**config.mk**
```make
export PLATFORM = sky130hd
export DESIGN_NAME = turfio_ctrl_top
export DESIGN_NICKNAME = d
export VERILOG_FILES = /design/src/common/turfio_ctrl_pkg.sv /design/src/wb_ctrl/wb_cycle_fsm.sv /design/src/wb_ctrl/link_reg_bank.sv /design/src/verilog/turfio_ctrl_top.sv
export VERILOG_INCLUDE_DIRS = /design/src /design/src/common
export SDC_FILE = /design/constraint.sdc
export NUM_CORES = 1
export LEC_CHECK = 0
export ABC_AREA = 1
export BUFFER_PORTS_ARGS = -buffer_cell sky130_fd_sc_hd__buf_2
export CAP_MARGIN = 5
export CORE_AREA = 2 2 152 154
export CTS_BUF_LIST = sky130_fd_sc_hd__clkbuf_8
export CTS_CLUSTER_DIAMETER = 80
export DETAILED_ROUTE_END_ITERATION = 8
export DIE_AREA = 0 0 154 156
export SYNTH_ARGS = -nofsm -noshare
export SYNTH_HDL_FRONTEND = slang
export SYNTH_SLANG_ARGS = --single-unit
```
**constraint.sdc**
```tcl
create_clock -name user_clk -period 4.7 [get_ports user_clk]
set_input_delay 0 -clock user_clk [delete_from_list [all_inputs] [get_ports user_clk]]
set_output_delay 0 -clock user_clk [all_outputs]
set_load 0.01 [all_outputs]
```
**src/common/turfio_ctrl_defines.svh**
```systemverilog
`ifndef TURFIO_CTRL_DEFINES_SVH
`define TURFIO_CTRL_DEFINES_SVH

// lanes are fixed by the address map
`define TURFIO_NUM_LANES 4
`define TURFIO_WB_ADDR_W 15

// address decode bits
// 0x4000-0x7fff is DRP, one 4k window per lane
`define TURFIO_DRP_SPACE_BIT 14
`define TURFIO_DRP_LANE_LSB 12
// 0x2000-0x3fff is global, below that 2k per lane
`define TURFIO_GLOBAL_BIT 13
`define TURFIO_LANE_SEL_LSB 11

// word offsets inside a lane block
`define TURFIO_REG_CTRL 2'd0
`define TURFIO_REG_STATUS 2'd1
`define TURFIO_REG_EYESCAN 2'd2
`define TURFIO_REG_DMON 2'd3

// default tx swing
`define TURFIO_TXDIFF_RESET 4'd12

// control word fields
`define TURFIO_CTRL_RESET_BIT 0
`define TURFIO_CTRL_GT_RESET_BIT 1
`define TURFIO_CTRL_EYESCAN_RESET_BIT 2
`define TURFIO_CTRL_POWERDOWN_BIT 3
`define TURFIO_CTRL_LOOPBACK_LSB 4
`define TURFIO_CTRL_DATAPATH_RESET_BIT 30
`define TURFIO_CTRL_LINKERR_RESET_BIT 31

// eyescan word fields
`define TURFIO_ES_SWING_LSB 0
`define TURFIO_ES_PRECURSOR_LSB 8
`define TURFIO_ES_POSTCURSOR_LSB 16

`endif

```
**src/common/turfio_ctrl_pkg.sv**
```systemverilog
`include "turfio_ctrl_defines.svh"

package turfio_ctrl_pkg;

    // wishbone side
    typedef logic [`TURFIO_WB_ADDR_W-1:0] wb_addr_t;
    typedef logic [31:0] wb_data_t;
    typedef logic [3:0] wb_sel_t;

    // lane index, both in control and DRP space
    typedef logic [1:0] lane_sel_t;

    // transceiver DRP
    typedef logic [9:0] drp_addr_t;
    typedef logic [15:0] drp_data_t;

    // raw lane status, bit 0 upwards
    // lane up, channel up, power good, tx lock,
    // tx reset done, rx reset done, link reset, system reset,
    // hard err, soft err, frame err, buffer clear
    typedef logic [11:0] link_stat_t;

    // per-lane transceiver controls
    typedef logic [2:0] loopback_t;
    typedef logic [3:0] txdiff_t;
    typedef logic [4:0] cursor_t;

    // bus cycle
    typedef enum logic [1:0] {
        ST_IDLE,
        ST_ACK,
        ST_DRP_WAIT
    } wb_state_t;

endpackage

```
**src/wb_ctrl/wb_cycle_fsm.sv**
```systemverilog
`timescale 1ns/10ps
`include "turfio_ctrl_defines.svh"

module wb_cycle_fsm import turfio_ctrl_pkg::*; (
    input  logic                                 user_clk,
    input  logic                                 user_aresetn,
    // wishbone target
    input  logic                                 wb_cyc_i,
    input  logic                                 wb_stb_i,
    input  logic                                 wb_we_i,
    input  wb_addr_t                             wb_adr_i,
    input  wb_data_t                             wb_dat_i,
    input  wb_sel_t                              wb_sel_i,
    output wb_data_t                             wb_dat_o,
    output logic                                 wb_ack_o,
    // DRP ports, only en and rdy are per lane
    output logic [`TURFIO_NUM_LANES-1:0]         drp_en_o,
    output logic                                 drp_we_o,
    output drp_addr_t                            drp_addr_o,
    output drp_data_t                            drp_di_o,
    input  logic [`TURFIO_NUM_LANES-1:0]         drp_rdy_i,
    input  drp_data_t [`TURFIO_NUM_LANES-1:0]    drp_do_i,
    // register bank access
    output logic                                 reg_we_o,
    output wb_addr_t                             reg_adr_o,
    output wb_data_t                             reg_dat_o,
    output wb_sel_t                              reg_sel_o,
    input  wb_data_t                             reg_rdata_i
);

    wb_state_t state;
    logic      wb_req;
    logic      drp_space;
    lane_sel_t drp_lane;
    logic      drp_lane_rdy;
    drp_data_t drp_lane_do;

    assign wb_req    = wb_cyc_i && wb_stb_i;
    // upper half of the address space goes to DRP
    assign drp_space = wb_adr_i[`TURFIO_DRP_SPACE_BIT];
    // lane window inside DRP space
    assign drp_lane  = wb_adr_i[`TURFIO_DRP_LANE_LSB +: 2];

    // only the addressed lane's ready and data matter
    assign drp_lane_rdy = drp_rdy_i[drp_lane];
    assign drp_lane_do  = drp_do_i[drp_lane];

    // shared DRP fields come straight off the bus
    // word address, so the byte bits are dropped
    assign drp_addr_o = wb_adr_i[2 +: $bits(drp_addr_t)];
    assign drp_di_o   = wb_dat_i[$bits(drp_data_t)-1:0];
    assign drp_we_o   = wb_we_i;

    // en fires in the idle cycle that sees the request
    // the state moves on at the next edge so this is one cycle wide
    always_comb begin
        drp_en_o = '0;
        if (state == ST_IDLE && wb_req && drp_space) begin
            drp_en_o[drp_lane] = 1'b1;
        end
    end

    always_ff @(posedge user_clk) begin
        if (!user_aresetn) begin
            state <= ST_IDLE;
        end else begin
            case (state)
                ST_IDLE: begin
                    if (wb_req) begin
                        // control space answers next cycle
                        state <= drp_space ? ST_DRP_WAIT : ST_ACK;
                    end
                end
                ST_DRP_WAIT: begin
                    // wait as long as the transceiver needs
                    if (drp_lane_rdy) begin
                        state <= ST_ACK;
                    end
                end
                ST_ACK: begin
                    state <= ST_IDLE;
                end
                default: begin
                    state <= ST_IDLE;
                end
            endcase
        end
    end

    // read data is captured so it is valid together with ack
    always_ff @(posedge user_clk) begin
        if (!user_aresetn) begin
            wb_dat_o <= '0;
        end else if (state == ST_IDLE && wb_req && !drp_space && !wb_we_i) begin
            wb_dat_o <= reg_rdata_i;
        end else if (state == ST_DRP_WAIT && drp_lane_rdy && !wb_we_i) begin
            // DRP is 16 bits wide, zero-extend
            wb_dat_o <= {{($bits(wb_data_t) - $bits(drp_data_t)){1'b0}}, drp_lane_do};
        end
    end

    assign wb_ack_o = (state == ST_ACK);

    // write strobe lines up with the control-space ack
    // master still holds address and data here
    assign reg_we_o  = wb_ack_o && wb_req && wb_we_i && !drp_space;
    assign reg_adr_o = wb_adr_i;
    assign reg_dat_o = wb_dat_i;
    assign reg_sel_o = wb_sel_i;

endmodule

```
**src/wb_ctrl/link_reg_bank.sv**
```systemverilog
`timescale 1ns/10ps
`include "turfio_ctrl_defines.svh"

module link_reg_bank import turfio_ctrl_pkg::*; (
    input  logic                                 user_clk,
    input  logic                                 user_aresetn,
    // access from the bus controller
    input  logic                                 reg_we_i,
    input  wb_addr_t                             reg_adr_i,
    input  wb_data_t                             reg_dat_i,
    input  wb_sel_t                              reg_sel_i,
    output wb_data_t                             reg_rdata_o,
    // lane monitoring
    input  link_stat_t [`TURFIO_NUM_LANES-1:0]   link_stat_i,
    input  logic [`TURFIO_NUM_LANES-1:0][15:0]   dmonitor_i,
    // global controls
    output logic                                 reset_o,
    output logic                                 gt_reset_o,
    output logic                                 datapath_reset_o,
    output logic                                 linkerr_reset_o,
    // per-lane controls
    output logic [`TURFIO_NUM_LANES-1:0]         eyescan_reset_o,
    output logic [`TURFIO_NUM_LANES-1:0]         powerdown_o,
    output logic [`TURFIO_NUM_LANES-1:0]         lane_datapath_reset_o,
    output logic [`TURFIO_NUM_LANES-1:0]         lane_linkerr_reset_o,
    output loopback_t [`TURFIO_NUM_LANES-1:0]    loopback_o,
    output txdiff_t [`TURFIO_NUM_LANES-1:0]      tx_diffctrl_o,
    output cursor_t [`TURFIO_NUM_LANES-1:0]      tx_precursor_o,
    output cursor_t [`TURFIO_NUM_LANES-1:0]      tx_postcursor_o,
    output logic [`TURFIO_NUM_LANES-1:0]         aurora_up_o
);

    logic       glob_sel;
    lane_sel_t  lane_sel;
    logic [1:0] word_sel;
    logic       glob_we;
    logic       ctrl_we;
    logic       es_we;
    wb_data_t   glob_word;
    wb_data_t   ctrl_word;
    wb_data_t   es_word;

    // address decode
    assign glob_sel = reg_adr_i[`TURFIO_GLOBAL_BIT];
    assign lane_sel = reg_adr_i[`TURFIO_LANE_SEL_LSB +: 2];
    // 32-bit words, offset starts above the byte bits
    assign word_sel = reg_adr_i[3:2];

    assign glob_we = reg_we_i && glob_sel && (word_sel == `TURFIO_REG_CTRL);
    assign ctrl_we = reg_we_i && !glob_sel && (word_sel == `TURFIO_REG_CTRL);
    assign es_we   = reg_we_i && !glob_sel && (word_sel == `TURFIO_REG_EYESCAN);

    // global word, byte 0 holds the resets, byte 3 the datapath and error resets
    always_ff @(posedge user_clk) begin
        if (!user_aresetn) begin
            reset_o          <= 1'b0;
            gt_reset_o       <= 1'b0;
            datapath_reset_o <= 1'b0;
            linkerr_reset_o  <= 1'b0;
        end else if (glob_we) begin
            if (reg_sel_i[0]) begin
                reset_o    <= reg_dat_i[`TURFIO_CTRL_RESET_BIT];
                gt_reset_o <= reg_dat_i[`TURFIO_CTRL_GT_RESET_BIT];
            end
            if (reg_sel_i[3]) begin
                datapath_reset_o <= reg_dat_i[`TURFIO_CTRL_DATAPATH_RESET_BIT];
                linkerr_reset_o  <= reg_dat_i[`TURFIO_CTRL_LINKERR_RESET_BIT];
            end
        end
    end

    // per-lane control and eyescan, each byte lane written on its own
    always_ff @(posedge user_clk) begin
        if (!user_aresetn) begin
            eyescan_reset_o       <= '0;
            powerdown_o           <= '0;
            lane_datapath_reset_o <= '0;
            lane_linkerr_reset_o  <= '0;
            loopback_o            <= '0;
            tx_precursor_o        <= '0;
            tx_postcursor_o       <= '0;
            for (int i = 0; i < `TURFIO_NUM_LANES; i++) begin
                tx_diffctrl_o[i] <= `TURFIO_TXDIFF_RESET;
            end
        end else begin
            for (int i = 0; i < `TURFIO_NUM_LANES; i++) begin
                if (ctrl_we && lane_sel == lane_sel_t'(i)) begin
                    // bits 0 and 1 live in the global word
                    if (reg_sel_i[0]) begin
                        eyescan_reset_o[i] <= reg_dat_i[`TURFIO_CTRL_EYESCAN_RESET_BIT];
                        powerdown_o[i]     <= reg_dat_i[`TURFIO_CTRL_POWERDOWN_BIT];
                        loopback_o[i]      <=
                            reg_dat_i[`TURFIO_CTRL_LOOPBACK_LSB +: $bits(loopback_t)];
                    end
                    if (reg_sel_i[3]) begin
                        lane_datapath_reset_o[i] <= reg_dat_i[`TURFIO_CTRL_DATAPATH_RESET_BIT];
                        lane_linkerr_reset_o[i]  <= reg_dat_i[`TURFIO_CTRL_LINKERR_RESET_BIT];
                    end
                end
                if (es_we && lane_sel == lane_sel_t'(i)) begin
                    if (reg_sel_i[0]) begin
                        tx_diffctrl_o[i] <= reg_dat_i[`TURFIO_ES_SWING_LSB +: $bits(txdiff_t)];
                    end
                    if (reg_sel_i[1]) begin
                        tx_precursor_o[i] <=
                            reg_dat_i[`TURFIO_ES_PRECURSOR_LSB +: $bits(cursor_t)];
                    end
                    if (reg_sel_i[2]) begin
                        tx_postcursor_o[i] <=
                            reg_dat_i[`TURFIO_ES_POSTCURSOR_LSB +: $bits(cursor_t)];
                    end
                end
            end
        end
    end

    // read words, assembled for the addressed lane only
    always_comb begin
        glob_word = '0;
        glob_word[`TURFIO_CTRL_RESET_BIT]          = reset_o;
        glob_word[`TURFIO_CTRL_GT_RESET_BIT]       = gt_reset_o;
        glob_word[`TURFIO_CTRL_DATAPATH_RESET_BIT] = datapath_reset_o;
        glob_word[`TURFIO_CTRL_LINKERR_RESET_BIT]  = linkerr_reset_o;

        // global resets show up in every lane's control word
        ctrl_word = '0;
        ctrl_word[`TURFIO_CTRL_RESET_BIT]          = reset_o;
        ctrl_word[`TURFIO_CTRL_GT_RESET_BIT]       = gt_reset_o;
        ctrl_word[`TURFIO_CTRL_EYESCAN_RESET_BIT]  = eyescan_reset_o[lane_sel];
        ctrl_word[`TURFIO_CTRL_POWERDOWN_BIT]      = powerdown_o[lane_sel];
        ctrl_word[`TURFIO_CTRL_LOOPBACK_LSB +: $bits(loopback_t)] = loopback_o[lane_sel];
        ctrl_word[`TURFIO_CTRL_DATAPATH_RESET_BIT] = lane_datapath_reset_o[lane_sel];
        ctrl_word[`TURFIO_CTRL_LINKERR_RESET_BIT]  = lane_linkerr_reset_o[lane_sel];

        es_word = '0;
        es_word[`TURFIO_ES_SWING_LSB +: $bits(txdiff_t)]      = tx_diffctrl_o[lane_sel];
        es_word[`TURFIO_ES_PRECURSOR_LSB +: $bits(cursor_t)]  = tx_precursor_o[lane_sel];
        es_word[`TURFIO_ES_POSTCURSOR_LSB +: $bits(cursor_t)] = tx_postcursor_o[lane_sel];
    end

    always_comb begin
        reg_rdata_o = '0;
        if (glob_sel) begin
            // only one global word, offset is ignored
            reg_rdata_o = glob_word;
        end else begin
            case (word_sel)
                `TURFIO_REG_CTRL:    reg_rdata_o = ctrl_word;
                `TURFIO_REG_STATUS:  reg_rdata_o = wb_data_t'(link_stat_i[lane_sel]);
                `TURFIO_REG_EYESCAN: reg_rdata_o = es_word;
                `TURFIO_REG_DMON:    reg_rdata_o = wb_data_t'(dmonitor_i[lane_sel]);
                default:             reg_rdata_o = '0;
            endcase
        end
    end

    // link is up once both lane up and channel up are set
    // status bit 0 is lane up, bit 1 channel up
    always_comb begin
        for (int i = 0; i < `TURFIO_NUM_LANES; i++) begin
            aurora_up_o[i] = link_stat_i[i][0] && link_stat_i[i][1];
        end
    end

endmodule

```
**src/verilog/turfio_ctrl_top.sv**
```systemverilog
`timescale 1ns/10ps
`include "turfio_ctrl_defines.svh"

module turfio_ctrl_top import turfio_ctrl_pkg::*; (
    input  logic                                 user_clk,
    input  logic                                 user_aresetn,
    // wishbone target
    input  logic                                 wb_cyc_i,
    input  logic                                 wb_stb_i,
    input  logic                                 wb_we_i,
    input  wb_addr_t                             wb_adr_i,
    input  wb_data_t                             wb_dat_i,
    input  wb_sel_t                              wb_sel_i,
    output wb_data_t                             wb_dat_o,
    output logic                                 wb_ack_o,
    // DRP towards the transceivers
    output logic [`TURFIO_NUM_LANES-1:0]         drp_en_o,
    output logic                                 drp_we_o,
    output drp_addr_t                            drp_addr_o,
    output drp_data_t                            drp_di_o,
    input  logic [`TURFIO_NUM_LANES-1:0]         drp_rdy_i,
    input  drp_data_t [`TURFIO_NUM_LANES-1:0]    drp_do_i,
    // lane monitoring
    input  link_stat_t [`TURFIO_NUM_LANES-1:0]   link_stat_i,
    input  logic [`TURFIO_NUM_LANES-1:0][15:0]   dmonitor_i,
    // global controls
    output logic                                 reset_o,
    output logic                                 gt_reset_o,
    output logic                                 datapath_reset_o,
    output logic                                 linkerr_reset_o,
    // per-lane controls
    output logic [`TURFIO_NUM_LANES-1:0]         eyescan_reset_o,
    output logic [`TURFIO_NUM_LANES-1:0]         powerdown_o,
    output logic [`TURFIO_NUM_LANES-1:0]         lane_datapath_reset_o,
    output logic [`TURFIO_NUM_LANES-1:0]         lane_linkerr_reset_o,
    output loopback_t [`TURFIO_NUM_LANES-1:0]    loopback_o,
    output txdiff_t [`TURFIO_NUM_LANES-1:0]      tx_diffctrl_o,
    output cursor_t [`TURFIO_NUM_LANES-1:0]      tx_precursor_o,
    output cursor_t [`TURFIO_NUM_LANES-1:0]      tx_postcursor_o,
    output logic [`TURFIO_NUM_LANES-1:0]         aurora_up_o
);

    // register access from the bus controller
    logic     reg_we;
    wb_addr_t reg_adr;
    wb_data_t reg_dat;
    wb_sel_t  reg_sel;
    // combinational read word back from the bank
    wb_data_t reg_rdata;

    wb_cycle_fsm u_wb_cycle_fsm (
        .user_clk     (user_clk),
        .user_aresetn (user_aresetn),
        .wb_cyc_i     (wb_cyc_i),
        .wb_stb_i     (wb_stb_i),
        .wb_we_i      (wb_we_i),
        .wb_adr_i     (wb_adr_i),
        .wb_dat_i     (wb_dat_i),
        .wb_sel_i     (wb_sel_i),
        .wb_dat_o     (wb_dat_o),
        .wb_ack_o     (wb_ack_o),
        .drp_en_o     (drp_en_o),
        .drp_we_o     (drp_we_o),
        .drp_addr_o   (drp_addr_o),
        .drp_di_o     (drp_di_o),
        .drp_rdy_i    (drp_rdy_i),
        .drp_do_i     (drp_do_i),
        .reg_we_o     (reg_we),
        .reg_adr_o    (reg_adr),
        .reg_dat_o    (reg_dat),
        .reg_sel_o    (reg_sel),
        .reg_rdata_i  (reg_rdata)
    );

    link_reg_bank u_link_reg_bank (
        .user_clk              (user_clk),
        .user_aresetn          (user_aresetn),
        .reg_we_i              (reg_we),
        .reg_adr_i             (reg_adr),
        .reg_dat_i             (reg_dat),
        .reg_sel_i             (reg_sel),
        .reg_rdata_o           (reg_rdata),
        .link_stat_i           (link_stat_i),
        .dmonitor_i            (dmonitor_i),
        .reset_o               (reset_o),
        .gt_reset_o            (gt_reset_o),
        .datapath_reset_o      (datapath_reset_o),
        .linkerr_reset_o       (linkerr_reset_o),
        .eyescan_reset_o       (eyescan_reset_o),
        .powerdown_o           (powerdown_o),
        .lane_datapath_reset_o (lane_datapath_reset_o),
        .lane_linkerr_reset_o  (lane_linkerr_reset_o),
        .loopback_o            (loopback_o),
        .tx_diffctrl_o         (tx_diffctrl_o),
        .tx_precursor_o        (tx_precursor_o),
        .tx_postcursor_o       (tx_postcursor_o),
        .aurora_up_o           (aurora_up_o)
    );

endmodule

```
Yosys cells after proc, flatten, opt, wreduce, memory -nomap -nowiden
Cells that the tools add are included.
{"block": "classes", "n_eq_ne": 10, "div": 0, "n_lt_le_gt_ge": 3, "mux": 35, "n_addsub": 0, "bitwise": 0, "reduce_logical": 58, "n_shift": 0, "multipliers": 0}
{"op": "$pmux 32 s4", "n": 1}
{"op": "$mux 32", "n": 3}
{"op": "$bmux 16 s2", "n": 2}
{"op": "$reduce_and 2->1", "n": 23}
{"op": "$mux 16", "n": 2}
{"op": "$logic_and 1x1->1", "n": 28}
{"op": "$bmux 12 s2", "n": 1}
{"op": "$bmux 5 s2", "n": 2}
{"op": "$mux 12", "n": 1}
{"op": "$bmux 1 s2", "n": 5}
{"op": "$eq 2x2->1 const B", "n": 5}
{"op": "$mux 5", "n": 2}
{"op": "$bmux 4 s2", "n": 1}
{"op": "$mux 4", "n": 2}
{"op": "$bmux 3 s2", "n": 1}
{"op": "$eq 2x1->1 const B", "n": 3}
{"op": "$logic_not 2->1", "n": 3}
{"op": "$lt 2x3->1 const B", "n": 2}
{"op": "$mux 1", "n": 6}
{"op": "$mux 2", "n": 3}
{"op": "$ne 2x1->1 const B", "n": 2}
{"op": "$pmux 2 s2", "n": 1}
{"op": "$logic_not 1->1", "n": 3}
{"op": "$mux 3", "n": 1}
{"op": "3 further kinds", "n": 3}
{"block": "totals", "ff_bits": 122, "output_inout_bits": 156, "latch_bits": 0, "romBits": 0, "wordCells": 144, "ram_bits": 0, "n_memories": 0}

Depth between registers and ports, before layout
{"block": "depth", "ltp_word": 8, "mapped_depth": 12, "depth_no_buf": 10}

Hierarchy
Synthesis repeated with hierarchy kept, for this count alone.
{"block": "hier_totals", "hier_cells": 1529, "hier_area_um2": 8679.6}
{"mod": "link_reg_bank", "cells_each": 1035, "n_inst": 1, "seq_area_each_um2": 1761.7, "area_per_inst_um2": 5781.8}
{"mod": "wb_cycle_fsm", "cells_each": 494, "n_inst": 1, "seq_area_each_um2": 680.7, "area_per_inst_um2": 2897.8}

Worst setup path before layout
OpenSTA, ideal clock, no wires.
{"block": "synth_path", "path_kind": "register to register", "start": "register u_wb_cycle_fsm.state[0]", "end": "register u_link_reg_bank.eyescan_reset_o[0]", "setup_slack_ns": 3.108, "path_buffers": 0, "path_stages_with_launch": 8, "period_less_slack_ns": 1.592, "arrival_ns": 1.478, "cell_sequence": "dfxtp_1 inv_2 nor2_4 nand3_2 nor3_4 nand3_4 o21ai_1 nor2_1"}
{"block": "synth_between", "elab_chain_cells": 8}
{"item": "start, declared", "line": "wb_cycle_fsm.sv:31", "rtl": "wb_state_t state;"}
{"item": "start signal, assigned", "line": "wb_cycle_fsm.sv:71", "rtl": "state <= drp_space ? ST_DRP_WAIT : ST_ACK;"}
{"item": "$eq 2x1->1", "line": "wb_cycle_fsm.sv:102", "rtl": "assign wb_ack_o = (state == ST_ACK);"}
{"item": "named net wb_ack_o", "line": "turfio_ctrl_top.sv:15", "rtl": "output logic wb_ack_o,"}
{"item": "$logic_and 1x1->1 (3 in a row)", "line": "wb_cycle_fsm.sv:106", "rtl": "assign reg_we_o = wb_ack_o && wb_req && wb_we_i && !drp_space;"}
{"item": "$logic_and 1x1->1 (2 in a row)", "line": "link_reg_bank.sv:50", "rtl": "assign ctrl_we = reg_we_i && !glob_sel && (word_sel == `TURFIO_REG_CTRL);"}
{"item": "$logic_and 1x1->1", "line": "link_reg_bank.sv:87", "rtl": "if (ctrl_we && lane_sel == lane_sel_t'(i)) begin"}
{"item": "$reduce_and 2->1 (no source line)"}
{"item": "end signal, assigned by index", "line": "link_reg_bank.sv:90", "rtl": "eyescan_reset_o[i] <= reg_dat_i[`TURFIO_CTRL_EYESCAN_RESET_BIT];"}
{"item": "end, declared", "line": "link_reg_bank.sv:22", "rtl": "output logic [`TURFIO_NUM_LANES-1:0] eyescan_reset_o,"}
The timed path passes the listed nets, and every way through them passes these cells.
A chain may end at the register's enable or synchronous reset.

Worst setup path after layout
{"block": "layout_path", "start": "register u_wb_cycle_fsm.state[0]", "end": "register u_link_reg_bank.lane_linkerr_reset_o[2]"}
{"block": "layout_between", "elab_chain_cells": 8}
{"item": "$eq 2x1->1", "line": "wb_cycle_fsm.sv:102"}
{"item": "$logic_and 1x1->1 (3 in a row)", "line": "wb_cycle_fsm.sv:106"}
{"item": "$logic_and 1x1->1 (2 in a row)", "line": "link_reg_bank.sv:50"}
{"item": "$logic_and 1x1->1", "line": "link_reg_bank.sv:87"}
{"item": "$reduce_and 2->1 (no source line)"}
{"item": "end signal, assigned by index", "line": "link_reg_bank.sv:97", "rtl": "lane_linkerr_reset_o[i] <= reg_dat_i[`TURFIO_CTRL_LINKERR_RESET_BIT];"}
{"item": "end, declared", "line": "link_reg_bank.sv:25", "rtl": "output logic [`TURFIO_NUM_LANES-1:0] lane_linkerr_reset_o,"}
No other way between the ends.

==> results.json <==
{
  "cp_max_fo": 8,
  "cts_tree": "done",
  "antenna_left": 0,
  "required_ns": 5.03,
  "tightest_slew_ns": 1.14,
  "path_clk_slew_ns": 0.07,
  "grt_use_total": 0.236,
  "path_class": "flip-flop to flip-flop",
  "hold_path.class": "input pin to output port",
  "status": "completed",
  "hold_buffers": 37,
  "maxCapViolations": 0,
  "antenna_found_initial": 0,
  "start_util": 0.327,
  "area_growth_syn_to_layout_pct": 32.8,
  "leakage_nw": 5.21,
  "wl_per_cell_um": 15.8,
  "final_nets": 1827,
  "diodes": 0,
  "worst_path_largest_cell_delay_ns": 0.57,
  "io_pins": 392,
  "fillers": 2556,
  "ys_async_sr_fraction": 0,
  "min_period_over_period": 0.606,
  "yosysTopAreaCell": "dfxtp_1",
  "ys_ff_latch": 113,
  "synth-edff-count": 0,
  "dieArea_um2": 24000,
  "finalCriticalPeriod_ns": 2.85,
  "crit_buf_inv": 3,
  "skew_ns": 0.00993,
  "syn_inst": 1257,
  "grt-ovfl-total": 0,
  "die_y_um": 156,
  "arrival_ns": 3.18,
  "via_count": 8873,
  "yosys_warnings": 0,
  "peakVddDrop_mv": 0.151,
  "post_route_cells_drive_above_1_share": 0.258,
  "crit_slowest_cell": "dlygate4sd3_1",
  "route.detailed.drc": 0,
  "synth_top_area_frac": 0.310,
  "fin_tns_setup_ns": 0,
  "crit_family": "buffers and inverters",
  "max_freq_mhz": 351,
  "crit_chain": "inv_2 > nor2_4 > nand3_2 > nor3_4 > nand3_2 > o21ai_0 > dlygate4sd3_1 > nor2_1 > dlygate4sd3_1",
  "final_hold_viol_count": 0,
  "dp_hpwl_um": 22200,
  "drt_wl_total_um": 29800,
  "fp.dieW_um": 154,
  "syn_area_um2": 7310,
  "portBuffers": 349,
  "multi_input_area_um2": 3880,
  "crit_path_end_kind": "flip-flop",
  "cts_buffers": 17,
  "yosysSeqAreaShare": 0.310,
  "final_cell_mix": "471 x nand2_1, 349 x buf_2, 178 x inv_1",
  "cts_root_buf": "clkbuf_8",
  "vias_per_cell": 4.70,
  "post_cts_buffers": 0,
  "ys.flop_type": "dfxtp_1",
  "ctsResizeCount": 0,
  "grt_pass1_vias": 8136,
  "first_pass_iters": 5,
  "grt_pass1_wl_um": 44400,
  "clk_latency_ns": 0.44,
  "startpoint_type": "flip-flop",
  "rsz0062_at_grt": "no",
  "finalSetupViolations": 0,
  "cellPowerDensity_nw_per_um2": 226,
  "cts_max_level": 4,
  "num_rows": 55,
  "cts.path.max_buffers": 2,
  "grt_max_degree": 58,
  "gp_congestion": 0.821,
  "synth_cell_types": 28,
  "clock-sinks": 113,
  "final_core_util": 0.434,
  "synth_area_leaders": "dfxtp_1 31%, nand2_1 24%, inv_1 9.1%",
  "slew_headroom": 0.240,
  "final-seq-area_um2": 2260,
  "syn_area_per_cell_um2": 5.81,
  "fp.coreArea_um2": 22400,
  "drv_slew": 0,
  "final_common_cell": "nand2_1",
  "drt-initial-drc-count": 641
}
## where the power goes
group / internal, mW / switching (mW)
Clock: 0.396 / 0.424
Combinational: 0.160 / 0.246
Sequential: 0.964 / 0.00409
## through the flow
step / hold WS, ns / total power, mW / setup slack (ns) / std cells / cell area (µm²)
floorplan: 0.0891 / 1.20 / 3.11 / 1265 / 7340
global placement: 0.0000686 / 1.37 / 2.06 / 1820 / 8990
detailed placement: 0.0000686 / 1.37 / 2.00 / 1820 / 8990
CTS: 0.0000686 / 2.22 / 1.87 / 1887 / 9710
global route: 0.0000214 / 2.30 / 1.71 / 1887 / 9710
finish: 0.00000327 / 2.20 / 1.85 / 1887 / 9710
## cell families (layout without fill, tap and decap cells)
| family | after synthesis | count (layout) | share of synthesized area |
|---|---|---|---|
| other cells | 1 | 9 | 0.000513 |
| compound gates | 185 | 185 | 0.131 |
| buf+inv | 269 | 606 | 0.163 |
| flops | 113 | 113 | 0.310 |
| simple gates | 689 | 689 | 0.395 |
## final timing paths
kind                          startpoint                                      end  slack [ns]  depth (start not counted)
max              u_wb_cycle_fsm.state[0]  u_link_reg_bank.lane_linkerr_reset_o[2]        1.85                          9
min                          wb_adr_i[4]                            drp_addr_o[2]    0.000003                          0
max reg2reg      u_wb_cycle_fsm.state[0]  u_link_reg_bank.lane_linkerr_reset_o[2]        1.85                          9
min reg2reg  u_wb_cycle_fsm.wb_dat_o[20]              u_wb_cycle_fsm.wb_dat_o[20]        0.46                          2
## synthesized netlist by cell type (2+ instances only)
cell type and count:
a21oi_1 44, a22oi_1 7, buf_1 2, buf_2 16, buf_4 41, clkbuf_1 27
dfxtp_1 113, inv_1 177, inv_2 3, nand2_1 471, nand3_1 31, nand3_2 12
nand3_4 4, nand4_1 30, nor2_1 129, nor2_4 3, nor3_1 5, nor3_4 2
o21ai_0 81, o21ai_1 42, o22ai_1 10
## per-layer routing
metal,part of all wire,track usage
met5,0,0
met4,0.021,0.0676
met3,0.060,0.0511
met2,0.47,0.396
met1,0.45,0.307
## state kept, by name, summed over array words and instances (netlist names)
register / count
u_link_reg_bank.tx_diffctrl_o: 16
u_link_reg_bank.eyescan_reset_o: 4
u_link_reg_bank.linkerr_reset_o: 1
u_link_reg_bank.gt_reset_o: 1
u_link_reg_bank.tx_postcursor_o: 20
u_link_reg_bank.powerdown_o: 4
u_link_reg_bank.reset_o: 1
u_wb_cycle_fsm.wb_dat_o: 23
u_link_reg_bank.loopback_o: 12
u_link_reg_bank.lane_datapath_reset_o: 4
u_link_reg_bank.tx_precursor_o: 20
u_link_reg_bank.datapath_reset_o: 1
u_link_reg_bank.lane_linkerr_reset_o: 4
u_wb_cycle_fsm.state: 2
## layout make-up
class | instances | area share
Clock inverter | 10 | 0.00670
Sequential cell | 113 | 0.233
Tap cell | 285 | 0.0367
Timing Repair Buffer | 394 | 0.224
Multi-Input combinational cell | 883 | 0.400
Inverter | 182 | 0.0706
Clock buffer | 20 | 0.0284
No activity file was read; power rests on OpenSTA's default activity.
